**config.mk**
```make
export PLATFORM = sky130hd
export DESIGN_NAME = team_top
export DESIGN_NICKNAME = d
export VERILOG_FILES = /design/src/logic/team_pkg.sv /design/src/logic/regfile_if.sv /design/src/logic/exec_unit.sv /design/src/logic/instr_assembler.sv /design/src/logic/reg_file.sv /design/src/logic/team_top.sv /design/src/logic/uart_rx.sv /design/src/logic/vga_timing.sv
export VERILOG_INCLUDE_DIRS = /design/src /design/src/logic
export SDC_FILE = /design/constraint.sdc
export NUM_CORES = 1
export LEC_CHECK = 0
export ABC_AREA = 1
export BUFFER_PORTS_ARGS = -buffer_cell sky130_fd_sc_hd__buf_2
export CAP_MARGIN = 20
export CORE_AREA = 2 2 144 146
export CTS_CLUSTER_SIZE = 20
export DETAILED_ROUTE_END_ITERATION = 12
export DIE_AREA = 0 0 146 148
export PLACE_DENSITY = 0.74
export SYNTH_ARGS = -nofsm -noshare
export SYNTH_HDL_FRONTEND = slang
export SYNTH_HIERARCHICAL = 1
export SYNTH_SLANG_ARGS = --single-unit
```
**constraint.sdc**
```tcl
create_clock -name clk -period 3.7 [get_ports clk]
set_input_delay 0.185 -clock clk [delete_from_list [all_inputs] [get_ports clk]]
set_output_delay 0.185 -clock clk [all_outputs]
set_load 0.1 [all_outputs]
```
**src/logic/team_params.svh**
```systemverilog
/*
 * Calculator chip constants
 * UART bit timing, 640x480 VGA timing and breakout pin numbers
 */
`ifndef TEAM_PARAMS_SVH
`define TEAM_PARAMS_SVH

// 25 MHz core clock, 115200 baud
`define CLKS_PER_BIT 217

// Horizontal timing in pixel clocks, 800 per line
`define H_VISIBLE 640
`define H_FRONT   16
`define H_SYNC    96
`define H_BACK    48

// Vertical timing in lines, 525 per frame
`define V_VISIBLE 480
`define V_FRONT   10
`define V_SYNC    2
`define V_BACK    33

`define BAR_WIDTH 80  // Pixels per display bit

// Breakout pin numbers
`define RX_PIN   5
`define DISP_LSB 8

`endif

```
**src/logic/team_pkg.sv**
```systemverilog
/*
 * Calculator chip types
 * Opcode encoding and the two decodings of the 16-bit instruction word
 */
`default_nettype none

package team_pkg;

    typedef logic [2:0] reg_addr_t;  // One of eight registers

    // Codes 8 to 15 are undefined
    typedef enum logic [3:0] {
        ADD  = 4'd0,
        SUB  = 4'd1,
        AND  = 4'd2,
        OR   = 4'd3,
        XOR  = 4'd4,
        LDI  = 4'd5,
        ADDI = 4'd6,
        SHOW = 4'd7
    } opcode_e;

    // Register form, rd = rs1 op rs2
    typedef struct packed {
        opcode_e   opcode;
        reg_addr_t rd;
        reg_addr_t rs1;
        reg_addr_t rs2;
        logic [2:0] unused;
    } instr_reg_t;

    // Immediate form, 8-bit constant in the low byte
    typedef struct packed {
        opcode_e    opcode;
        reg_addr_t  rd;
        logic       unused;
        logic [7:0] imm;
    } instr_imm_t;

    // Same 16 bits, field view picked by opcode
    typedef union packed {
        instr_reg_t r;
        instr_imm_t i;
    } instr_t;

endpackage

`default_nettype wire

```
**src/logic/regfile_if.sv**
```systemverilog
/*
 * Register file port bundle
 * Two combinational read ports and one clocked write port
 */
`default_nettype none

interface regfile_if;

    team_pkg::reg_addr_t rs1;     // Read port 1 address
    team_pkg::reg_addr_t rs2;     // Read port 2 address
    logic [7:0]          rdata1;
    logic [7:0]          rdata2;
    logic                we;      // Write on the next edge
    team_pkg::reg_addr_t waddr;
    logic [7:0]          wdata;

    // Execution side drives addresses and write data
    modport exec (
        output rs1, rs2, we, waddr, wdata,
        input  rdata1, rdata2
    );

    // Storage side answers with read data
    modport regs (
        input  rs1, rs2, we, waddr, wdata,
        output rdata1, rdata2
    );

endinterface

`default_nettype wire

```
**src/logic/exec_unit.sv**
```systemverilog
/*
 * Execution unit
 * Accepts one instruction, executes it in the following cycle,
 * writes back, updates the display and the sticky error flags
 */
`default_nettype none

module exec_unit (
    input  logic             clk,
    input  logic             reset,
    input  logic             instr_valid,
    output logic             instr_ready,
    input  team_pkg::instr_t instr,
    regfile_if.exec          rf,
    output logic [7:0]       display,
    output logic             opcode_error,  // Sticky, undefined opcode seen
    output logic             alu_error      // Sticky, signed overflow seen
);

    logic             busy;     // Execute cycle
    team_pkg::instr_t cur;      // Accepted instruction
    logic             use_rd;   // rd is also the source
    logic [7:0]       a, b;
    logic [9:0]       a_ext, b_ext, wide;
    logic [7:0]       result;
    logic             wr_en, arith, show, bad_op, ovf;

    assign instr_ready = !busy;

    always_ff @(posedge clk) begin
        if (reset) busy <= 1'b0;
        else       busy <= instr_valid && !busy;  // Accept, then one execute cycle
    end

    always_ff @(posedge clk) begin
        if (instr_valid && !busy) cur <= instr;
    end

    // Operand fetch
    assign use_rd = (cur.r.opcode == team_pkg::ADDI) || (cur.r.opcode == team_pkg::SHOW);
    assign rf.rs1 = use_rd ? cur.r.rd : cur.r.rs1;
    assign rf.rs2 = cur.r.rs2;
    assign a      = rf.rdata1;
    assign b      = rf.rdata2;
    assign a_ext  = {{2{a[7]}}, a};  // Sign extend for overflow check
    assign b_ext  = {{2{b[7]}}, b};

    always_comb begin
        wide   = '0;
        result = '0;
        wr_en  = 1'b0;
        arith  = 1'b0;
        show   = 1'b0;
        bad_op = 1'b0;
        case (cur.r.opcode)
            team_pkg::ADD: begin
                wide  = a_ext + b_ext;
                arith = 1'b1;
            end
            team_pkg::SUB: begin
                wide  = a_ext - b_ext;
                arith = 1'b1;
            end
            team_pkg::AND:  result = a & b;
            team_pkg::OR:   result = a | b;
            team_pkg::XOR:  result = a ^ b;
            team_pkg::LDI:  result = cur.i.imm;
            team_pkg::ADDI: begin
                wide  = a_ext + {2'b00, cur.i.imm};  // Immediate is unsigned
                arith = 1'b1;
            end
            team_pkg::SHOW: show = 1'b1;
            default:        bad_op = 1'b1;  // Codes 8 to 15
        endcase
        if (arith) result = wide[7:0];  // Wrapped result still written
        wr_en = !show && !bad_op;
    end

    // True result outside -128..127
    assign ovf = arith && (wide[9:7] != 3'b000) && (wide[9:7] != 3'b111);

    assign rf.we    = busy && wr_en;
    assign rf.waddr = cur.r.rd;
    assign rf.wdata = result;

    always_ff @(posedge clk) begin
        if (reset) begin
            display      <= '0;
            opcode_error <= 1'b0;
            alu_error    <= 1'b0;
        end else if (busy) begin
            if (show)   display      <= a;  // rd read through port 1
            if (bad_op) opcode_error <= 1'b1;
            if (ovf)    alu_error    <= 1'b1;
        end
    end

endmodule

`default_nettype wire

```
**src/logic/instr_assembler.sv**
```systemverilog
/*
 * Instruction assembler
 * Pairs received bytes, high byte first, into one 16-bit instruction
 * and holds it with valid until the execution unit takes it
 */
`default_nettype none

module instr_assembler (
    input  logic             clk,
    input  logic             reset,
    input  logic             byte_valid,
    input  logic [7:0]       byte_data,
    output logic             instr_valid,
    input  logic             instr_ready,
    output team_pkg::instr_t instr
);

    logic       half_full;  // High byte captured, waiting for low
    logic [7:0] hi_byte;
    logic       take_byte;

    // Nothing is taken while an instruction is pending
    assign take_byte = byte_valid && !instr_valid;

    always_ff @(posedge clk) begin
        if (reset) begin
            half_full   <= 1'b0;
            instr_valid <= 1'b0;
        end else if (instr_valid) begin
            if (instr_ready) instr_valid <= 1'b0;  // Transfer done
        end else if (byte_valid) begin
            if (half_full) begin
                instr_valid <= 1'b1;  // Low byte completes the word
                half_full   <= 1'b0;
            end else begin
                half_full <= 1'b1;
            end
        end
    end

    // Payload, no reset needed
    always_ff @(posedge clk) begin
        if (take_byte) begin
            if (half_full) begin
                instr <= {hi_byte, byte_data};
            end else begin
                hi_byte <= byte_data;
            end
        end
    end

endmodule

`default_nettype wire

```
**src/logic/reg_file.sv**
```systemverilog
/*
 * Register file
 * Eight 8-bit registers, two combinational reads, one clocked write
 */
`default_nettype none

module reg_file (
    input logic clk,
    input logic reset,
    regfile_if.regs regs
);

    logic [7:0] mem [8];

    always_ff @(posedge clk) begin
        if (reset) begin
            for (int i = 0; i < 8; i++) begin
                mem[i] <= '0;  // Calculator starts from all zero
            end
        end else if (regs.we) begin
            mem[regs.waddr] <= regs.wdata;
        end
    end

    // Reads see the old value during a write cycle
    assign regs.rdata1 = mem[regs.rs1];
    assign regs.rdata2 = mem[regs.rs2];

endmodule

`default_nettype wire

```
**src/logic/team_top.sv**
```systemverilog
/*
 * Calculator chip top
 * UART instruction input, execution unit with register file,
 * VGA bars and display on the breakout pins, video gated by en
 */
`default_nettype none
`include "team_params.svh"

module team_top (
    input  logic        clk,
    input  logic        reset,
    input  logic        en,        // Low forces video pins to zero
    input  logic [33:0] gpio_in,
    output logic [33:0] gpio_out,
    output logic [33:0] gpio_oeb   // Active-low output enable
);

    logic             byte_valid;
    logic [7:0]       byte_data;
    logic             instr_valid, instr_ready;
    team_pkg::instr_t instr;
    logic [7:0]       display;
    logic             opcode_error, alu_error;
    logic             h_sync, v_sync, pixel;

    regfile_if rf_bus ();

    uart_rx uart_rx_inst (
        .clk        (clk),
        .reset      (reset),
        .rx         (gpio_in[`RX_PIN]),
        .byte_valid (byte_valid),
        .byte_data  (byte_data)
    );

    instr_assembler instr_assembler_inst (
        .clk         (clk),
        .reset       (reset),
        .byte_valid  (byte_valid),
        .byte_data   (byte_data),
        .instr_valid (instr_valid),
        .instr_ready (instr_ready),
        .instr       (instr)
    );

    exec_unit exec_unit_inst (
        .clk          (clk),
        .reset        (reset),
        .instr_valid  (instr_valid),
        .instr_ready  (instr_ready),
        .instr        (instr),
        .rf           (rf_bus.exec),
        .display      (display),
        .opcode_error (opcode_error),
        .alu_error    (alu_error)
    );

    reg_file reg_file_inst (
        .clk   (clk),
        .reset (reset),
        .regs  (rf_bus.regs)
    );

    vga_timing vga_timing_inst (
        .clk     (clk),
        .reset   (reset),
        .display (display),
        .h_sync  (h_sync),
        .v_sync  (v_sync),
        .pixel   (pixel)
    );

    // Pin map, unused outputs low
    always_comb begin
        gpio_out                   = '0;
        gpio_out[0]                = en & h_sync;  // Video off when disabled
        gpio_out[1]                = en & v_sync;
        gpio_out[2]                = en & pixel;
        gpio_out[3]                = opcode_error;
        gpio_out[4]                = alu_error;
        gpio_out[`DISP_LSB +: 8]   = display;
    end

    always_comb begin
        gpio_oeb                 = '1;  // Inputs by default
        gpio_oeb[4:0]            = '0;  // Video and error pins
        gpio_oeb[`DISP_LSB +: 8] = '0;
    end

endmodule

`default_nettype wire

```
**src/logic/uart_rx.sv**
```systemverilog
/*
 * UART receiver, 8N1, LSB first
 * Start edge confirmed at mid-bit, data and stop sampled at mid-bit
 * One-cycle strobe per correctly framed byte
 */
`default_nettype none
`include "team_params.svh"

module uart_rx (
    input  logic       clk,
    input  logic       reset,
    input  logic       rx,          // Async serial line, idles high
    output logic       byte_valid,  // One-cycle strobe
    output logic [7:0] byte_data
);

    localparam int CNT_W = $clog2(`CLKS_PER_BIT);

    typedef enum logic [1:0] {IDLE, START, DATA, STOP} state_e;

    state_e           state;
    logic             rx_meta, rx_sync;  // Two-flop synchronizer
    logic [CNT_W-1:0] bit_cnt;           // Cycles within current bit
    logic [2:0]       bit_idx;           // Data bit number
    logic [7:0]       shift;
    logic             half_bit, full_bit;

    assign half_bit = (bit_cnt == CNT_W'(`CLKS_PER_BIT / 2 - 1));
    assign full_bit = (bit_cnt == CNT_W'(`CLKS_PER_BIT - 1));

    always_ff @(posedge clk) begin
        if (reset) begin
            rx_meta    <= 1'b1;  // Line idle
            rx_sync    <= 1'b1;
            state      <= IDLE;
            bit_cnt    <= '0;
            bit_idx    <= '0;
            byte_valid <= 1'b0;
        end else begin
            rx_meta    <= rx;
            rx_sync    <= rx_meta;
            byte_valid <= 1'b0;
            case (state)
                IDLE: begin
                    bit_cnt <= '0;
                    if (!rx_sync) state <= START;  // Falling edge seen
                end
                START: begin
                    if (half_bit) begin
                        bit_cnt <= '0;
                        bit_idx <= '0;
                        state   <= rx_sync ? IDLE : DATA;  // Glitch goes back to idle
                    end else begin
                        bit_cnt <= bit_cnt + 1'b1;
                    end
                end
                DATA: begin
                    if (full_bit) begin
                        bit_cnt <= '0;
                        bit_idx <= bit_idx + 1'b1;
                        if (bit_idx == 3'd7) state <= STOP;
                    end else begin
                        bit_cnt <= bit_cnt + 1'b1;
                    end
                end
                STOP: begin
                    if (full_bit) begin
                        bit_cnt    <= '0;
                        byte_valid <= rx_sync;  // Low stop bit drops the byte
                        state      <= IDLE;
                    end else begin
                        bit_cnt <= bit_cnt + 1'b1;
                    end
                end
                default: state <= IDLE;
            endcase
        end
    end

    // Data bits enter at the top, LSB ends up at bit 0
    always_ff @(posedge clk) begin
        if (state == DATA && full_bit) shift <= {rx_sync, shift[7:1]};
    end

    assign byte_data = shift;

endmodule

`default_nettype wire

```
**src/logic/vga_timing.sv**
```systemverilog
/*
 * VGA timing generator, 640x480
 * Active-low syncs, display register drawn as eight vertical bars,
 * MSB on the left
 */
`default_nettype none
`include "team_params.svh"

module vga_timing (
    input  logic       clk,
    input  logic       reset,
    input  logic [7:0] display,
    output logic       h_sync,
    output logic       v_sync,
    output logic       pixel
);

    localparam int H_TOTAL  = `H_VISIBLE + `H_FRONT + `H_SYNC + `H_BACK;  // 800
    localparam int V_TOTAL  = `V_VISIBLE + `V_FRONT + `V_SYNC + `V_BACK;  // 525
    localparam int H_SYNC_0 = `H_VISIBLE + `H_FRONT;
    localparam int V_SYNC_0 = `V_VISIBLE + `V_FRONT;

    logic [9:0] h_cnt, v_cnt;
    logic [6:0] bar_px;   // Pixel within current bar
    logic [2:0] bar_idx;  // Bar number, column / BAR_WIDTH
    logic       line_end, visible;

    assign line_end = (h_cnt == 10'(H_TOTAL - 1));
    assign visible  = (h_cnt < 10'(`H_VISIBLE)) && (v_cnt < 10'(`V_VISIBLE));

    always_ff @(posedge clk) begin
        if (reset) begin
            h_cnt   <= '0;
            v_cnt   <= '0;
            bar_px  <= '0;
            bar_idx <= '0;
        end else begin
            if (line_end) begin
                h_cnt   <= '0;
                bar_px  <= '0;
                bar_idx <= '0;
                v_cnt   <= (v_cnt == 10'(V_TOTAL - 1)) ? '0 : v_cnt + 1'b1;
            end else begin
                h_cnt <= h_cnt + 1'b1;
                if (bar_px == 7'(`BAR_WIDTH - 1)) begin
                    bar_px  <= '0;
                    bar_idx <= bar_idx + 1'b1;  // Wraps in blanking, harmless
                end else begin
                    bar_px <= bar_px + 1'b1;
                end
            end
        end
    end

    // Outputs one cycle behind the counters
    always_ff @(posedge clk) begin
        if (reset) begin
            h_sync <= 1'b1;  // Inactive
            v_sync <= 1'b1;
            pixel  <= 1'b0;
        end else begin
            h_sync <= !((h_cnt >= 10'(H_SYNC_0)) && (h_cnt < 10'(H_SYNC_0 + `H_SYNC)));
            v_sync <= !((v_cnt >= 10'(V_SYNC_0)) && (v_cnt < 10'(V_SYNC_0 + `V_SYNC)));
            pixel  <= visible && display[3'd7 - bar_idx];
        end
    end

endmodule

`default_nettype wire

```
* Word-level counts from Yosys, hierarchy flattened
Memory sizes are Yosys's and may differ from the RTL's. A register that Yosys moved wholly into a read port is not among the register bits.
Cells that the tools add are included.
** Operators by class
- Add/subtract/negate cells :: 10
- Bitwise gates (word level) :: 11
- Reductions and logical operators :: 36
- $lt $le $gt $ge :: 7
- Multiply operators :: 0
- Shift operators :: 0
- Div/mod/pow operators :: 0
- Mux-type cells :: 36
- Equality and inequality tests :: 22
** Operators by type and width (count)
- 2-to-1 mux 8 bit :: 4
- case mux 8 bit (4 select lines) :: 1
- case mux 10 bit (3 select lines) :: 1
- case mux 8 bit (3 select lines) :: 1
- adder 10 x 1 -> 10 bit (second input constant) :: 2
- equality test 10 bit (second input constant) :: 2
- less-than comparator 10 bit (second input constant) :: 2
- less-than comparator 10 x 9 -> 1 bit (second input constant) :: 2
- equality test 4 x 3 -> 1 bit (second input constant) :: 4
- OR reduction 8 bit :: 2
- 2-to-1 mux 3 bit :: 5
- 2-to-1 mux 1 bit :: 14
- 2-to-1 mux 2 bit :: 6
- AND reduction 2 bit :: 6
- logical AND 1 bit :: 11
- adder 8 x 9 -> 10 bit :: 1
- greater-or-equal comparator 10 bit (second input constant) :: 1
- greater-or-equal comparator 10 x 9 -> 1 bit (second input constant) :: 1
- 2-to-1 mux 10 bit :: 1
- adder 8 x 8 -> 9 bit :: 1
- OR reduction 3 bit :: 3
- subtractor 8 x 8 -> 9 bit :: 1
- adder 8 x 1 -> 8 bit (second input constant) :: 1
- AND 8 bit :: 1
- 31 further kinds :: 48
** Storage, ports and cells
- ROM bits :: 0
- Bits in registers :: 110
- Latch bits :: 0
- Memories :: 1
- Logic and storage cells :: 146
- Bits of input ports :: 37
- Output and inout bits :: 68
- RAM bits :: 64
** Memories
- reg_file_inst.mem :: words 8, bits a word 8, read ports 2, clocked after Yosys merged registers in 1, wr ports 8, RTL line reg_file.sv:13 : logic [7:0] mem [8];

* Longest topological paths before layout
- Depth in word-level cells :: 10
- Depth in mapped cells :: 30
- Mapped depth without buffers :: 28

* Cells and area by module
Netlist, hierarchy kept.
** By module, submodules not included
- reg_file :: area an instance 3888.7 um^2, sequential area each 1921.8 um^2, instances 1, cells each 528
- exec_unit :: area an instance 2722.6 um^2, sequential area each 700.7 um^2, instances 1, cells each 377
- vga_timing :: area an instance 1687.9 um^2, sequential area each 660.6 um^2, instances 1, cells each 243
- uart_rx :: area an instance 1047.3 um^2, sequential area each 560.5 um^2, instances 1, cells each 106
- instr_assembler :: area an instance 818.3 um^2, sequential area each 760.7 um^2, instances 1, cells each 38
- team_top :: area an instance 457.9 um^2, sequential area each 0.0 um^2, instances 1, cells each 65

* Least setup slack after synthesis
No wires, ideal clock.
- Path kind :: reg-to-reg
- From :: reg exec_unit_inst/cur[15] in the netlist's numbering
- To :: mem reg_file_inst.mem[0][4], data pin
- Stages on the path, launching flop included :: 27
- Data arrival time :: 3.210 ns
- Period minus slack after synthesis :: 3.470 ns
- Path buffers :: 2
- Data required time :: 3.441 ns
- Library setup time :: 0.259 ns
- Path slack :: 0.230 ns
- Cells stage by stage :: edfxtp_1 -> inv_2 -> nand2_1 -> inv_2 -> nand2_2 -> mux2_2 -> buf_2 -> inv_2 -> buf_6 -> nand2_1 -> nand3_1 -> nand2_1 -> nand2_1 -> nand2_1 -> inv_1 -> ha_1 -> inv_1 -> fa_1 -> nand3_1 -> nand2_2 -> nand2_1 -> o21ai_1 -> o21bai_1 -> a21oi_1 -> or3_1 -> inv_1 -> nor2_1
** RTL lines
- start, declared :: RTL line exec_unit.sv:21 : team_pkg::instr_t cur;
- start signal, assigned :: RTL line exec_unit.sv:36 : if (instr_valid && !busy) cur <= instr;
- end, declared :: RTL line reg_file.sv:13

==> impl_metrics.sql <==
INSERT INTO impl_metrics (metric_group, metric, value, unit) VALUES
('power_and_ir_drop', 'combPwrFrac', '10.6', '%'),
('clock_network', 'cts-root-to-sink-buffers', '2', ''),
('cells_and_area', 'antenna_cells_inserted', '0', ''),
('drt', 'remaining_drc_errors', '0', ''),
('power_and_ir_drop', 'vdd_drop_max', '305', 'uV'),
('synth', 'seq_area_frac_synth', '43.3', '%'),
('clock_network', 'tritoncts_clock_tree', 'yes', ''),
('timing', 'worstMarginPinSlew', '734', 'ps'),
('global_route', 'grt_remaining_overflow', '0', ''),
('synth', 'yosysWarnings', '6', ''),
('die', 'floorplan.rows', '52', ''),
('clock_network', 'clkLatencyLatePin', '440', 'ps'),
('synth', 'dominantRegCellSynth', 'edfxtp_1', ''),
('placement', 'post-place-cells', '1677', ''),
('die', 'fp.dieArea', '0.0216', 'sq mm'),
('drt', 'dr_total_vias', '9241', ''),
('global_route', 'groute.usage.overall', '23.4', '%'),
('synth', 'yosysUniqueCellTypes', '49', ''),
('placement', 'post_dp_cell_area', '0.0112', 'sq mm'),
('clock_network', 'cts.sink_count', '174', ''),
('power_and_ir_drop', 'sequentialPowerShare', '48.3', '%'),
('drt', 'drt_iter0_drc', '826', ''),
('cells_and_area', 'layout_overhead_on_the_synthesized_area', '18.9', '%'),
('job', 'drv_cap', '0', ''),
('cells_and_area', 'drive_gt1_share', '22.7', '%'),
('worst_setup_path', 'worst_setup_path_start_kind', 'flip-flop', ''),
('synth', 'synthCells', '1357', ''),
('die', 'pin_count', '105', ''),
('timing', 'drv_slew', '0', ''),
('cells_and_area', 'final_cell_count_no_fill', '1733', ''),
('worst_setup_path', 'timing.critical_path.to_type', 'flip-flop', ''),
('worst_setup_path', 'crit_path_frequent_cell', 'inv_2', ''),
('worst_setup_path', 'cp_num_buf_inv', '8', ''),
('die', 'core_area', '0.0200', 'sq mm'),
('synth', 'synth_area_leaders', 'edfxtp_1, nand2_1, dfxtp_1', ''),
('timing', 'report.final.setup_viol', '0', ''),
('worst_setup_path', 'critical_path_required_time', '3890', 'ps'),
('cells_and_area', 'finish.net_count', '1534', ''),
('cells_and_area', 'stdcell_area', '0.0126', 'sq mm'),
('timing', 'hold_violations', '0', ''),
('power_and_ir_drop', 'cellInternalPower', '0.00310', 'W'),
('drt', 'route.detailed.wl_per_inst', '15.5', 'microns'),
('status', 'status', 'finished, final reports clean', ''),
('power_and_ir_drop', 'clockPowerShare', '41.1', '%'),
('drt', 'antenna_left', '0', ''),
('timing', 'fmax', '272', 'MHz'),
('power_and_ir_drop', 'power.density', '344', 'mW/mm^2'),
('timing', 'clock-skew-final', '15.0', 'ps'),
('global_route', 'initial_antenna_violation_count', '0', ''),
('power_and_ir_drop', 'power.share.switching', '28.7', '%'),
('drt', 'vias_per_cell', '5.33', ''),
('worst_setup_path', 'path_max_fanout', '8', ''),
('synth', 'yosysTopAreaCellShare', '31.7', '%'),
('clock_network', 'clk_pin_slew_worst_setup_hold_paths', '70', 'ps'),
('worst_hold_path', 'min-delay-path-class', 'in2reg', ''),
('global_route', 'grt_pass1_vias', '8475', ''),
('die', 'initial_core_util', '53.0', '%'),
('worst_setup_path', 'crit_path_leading_delay_family', 'simple AND/OR/NAND/NOR gates', ''),
('synth', 'syn_area_cell', '7.83', 'sq um'),
('power_and_ir_drop', 'switching_power', '0.00125', 'W'),
('die', 'die_x', '146', 'microns'),
('worst_setup_path', 'crit_slowest_cell', 'edfxtp_1', ''),
('timing', 'slew_headroom', '50.9', '%'),
('timing', 'final.setup.tns', '0', 'ps'),
('synth', 'cell_with_the_most_instances_after_synthesis', 'nand2_1', ''),
('cells_and_area', 'final_core_utilization', '63.0', '%'),
('timing', 'period_needed', '3680', 'ps'),
('worst_setup_path', 'slowest_delay', '430', 'ps'),
('worst_setup_path', 'critical_path_class', 'reg2reg', ''),
('synth', 'synth_edf_count', '112', ''),
('placement', 'gp_congestion', '0.934', '');
kinds of logic after synthesis:
family / Yosys count / share of synthesized area [%]
AND/OR/NAND/NOR: 724 / 30.1
buffers and inverters: 299 / 13.7
flip-flops: 174 / 43.3
AO/OA/AOI/OAI: 90 / 5.21
adder cells (fa/ha/maj): 47 / 5.75
XOR/XNOR: 19 / 1.57
other: 2 / 0.0707
multiplexers: 2 / 0.212
sequential cells by signal, summed over array words and instances, names as in the netlist, 3 cells and up, named ones only:
| register | flops |
|---|---|
| uart_rx_inst/byte_data | 8 |
| uart_rx_inst/bit_cnt | 8 |
| vga_timing_inst/v_cnt | 10 |
| vga_timing_inst/bar_idx | 3 |
| exec_unit_inst/cur | 16 |
| vga_timing_inst/bar_px | 7 |
| reg_file_inst/mem | 64 |
| instr_assembler_inst/instr | 16 |
| exec_unit_inst/display | 8 |
| vga_timing_inst/h_cnt | 10 |
| uart_rx_inst/bit_idx | 3 |
| instr_assembler_inst/hi_byte | 8 |
per-stage QoR:
step	hold WS, ps	power, W
4_1_cts	241	0.00434
6_report	250	0.00435
2_1_floorplan	247	0.00256
3_5_place_dp	375	0.00257
5_1_grt	267	0.00448
3_3_place_gp	370	0.00257
worst paths after layout:
check / start / endpoint / slack, ps / cells after the start
setup reg to reg: exec_unit_inst/cur[15] / reg_file_inst/mem[1][4] / 20 / 26
setup / recovery: exec_unit_inst/cur[15] / reg_file_inst/mem[1][4] / 20 / 26
hold reg to reg: uart_rx_inst/rx_meta / uart_rx_inst/rx_sync / 420 / 1
hold / removal: reset / vga_timing_inst/v_cnt[5] / 250 / 2
power by group through the flow:
| stage | Clock (W) | Combinational, W | Sequential, W |
|---|---|---|---|
| floorplan | 0 | 0.000418 | 0.00214 |
| global placement | 0 | 0.000422 | 0.00214 |
| detailed placement | 0 | 0.000427 | 0.00215 |
| CTS | 0.00181 | 0.000430 | 0.00210 |
| global route | 0.00189 | 0.000482 | 0.00211 |
| finish | 0.00179 | 0.000459 | 0.00210 |
metal layers:
metal	global-route usage [%]	routed length, microns	vias up
met5	0	0	-
met4	9.90	947	0
met3	3.95	2100	87
met2	39.6	13000	452
met1	29.7	10900	4324
li1	-	-	4378
layout by cell type (no fill, tap or decap), types with 8 or more instances in the layout:
cell       count
dfxtp_1       62
nand3_2       20
o21ai_1       10
buf_12         8
nand2_1      352
edfxtp_1     112
xor2_1        13
nand2_2       38
clkbuf_16     22
inv_1        169
buf_2         17
a21oi_1       34
nand2_4       18
inv_2         29
nand3_1      112
nand4_1        8
a21oi_2        8
buf_4         78
conb_1        55
nor2_1       124
nor3_1        12
ha_4          14
nor2_2        18
ha_1          25
area by class of cell:
type	count	area, sq um
Timing Repair Buffer	114	1010
Multi-Input combinational cell	937	5290
Inverter	206	802
Tap cell	270	338
Clock inverter	13	136
Clock buffer	19	454
Sequential cell	174	4600
Fill cell	1661	7410
repair_timing:
item | CTS | global route
setup buffers | 1 | 17
gates cloned | 0 | 6
gates resized for setup | 6 | 141
hold buffers | 1 | 0
endpoints found under the hold margin | 1 | 0
endpoints found under the setup margin | 32 | 41
pin swaps | 0 | 39
Power figures use the tool's default switching activity.
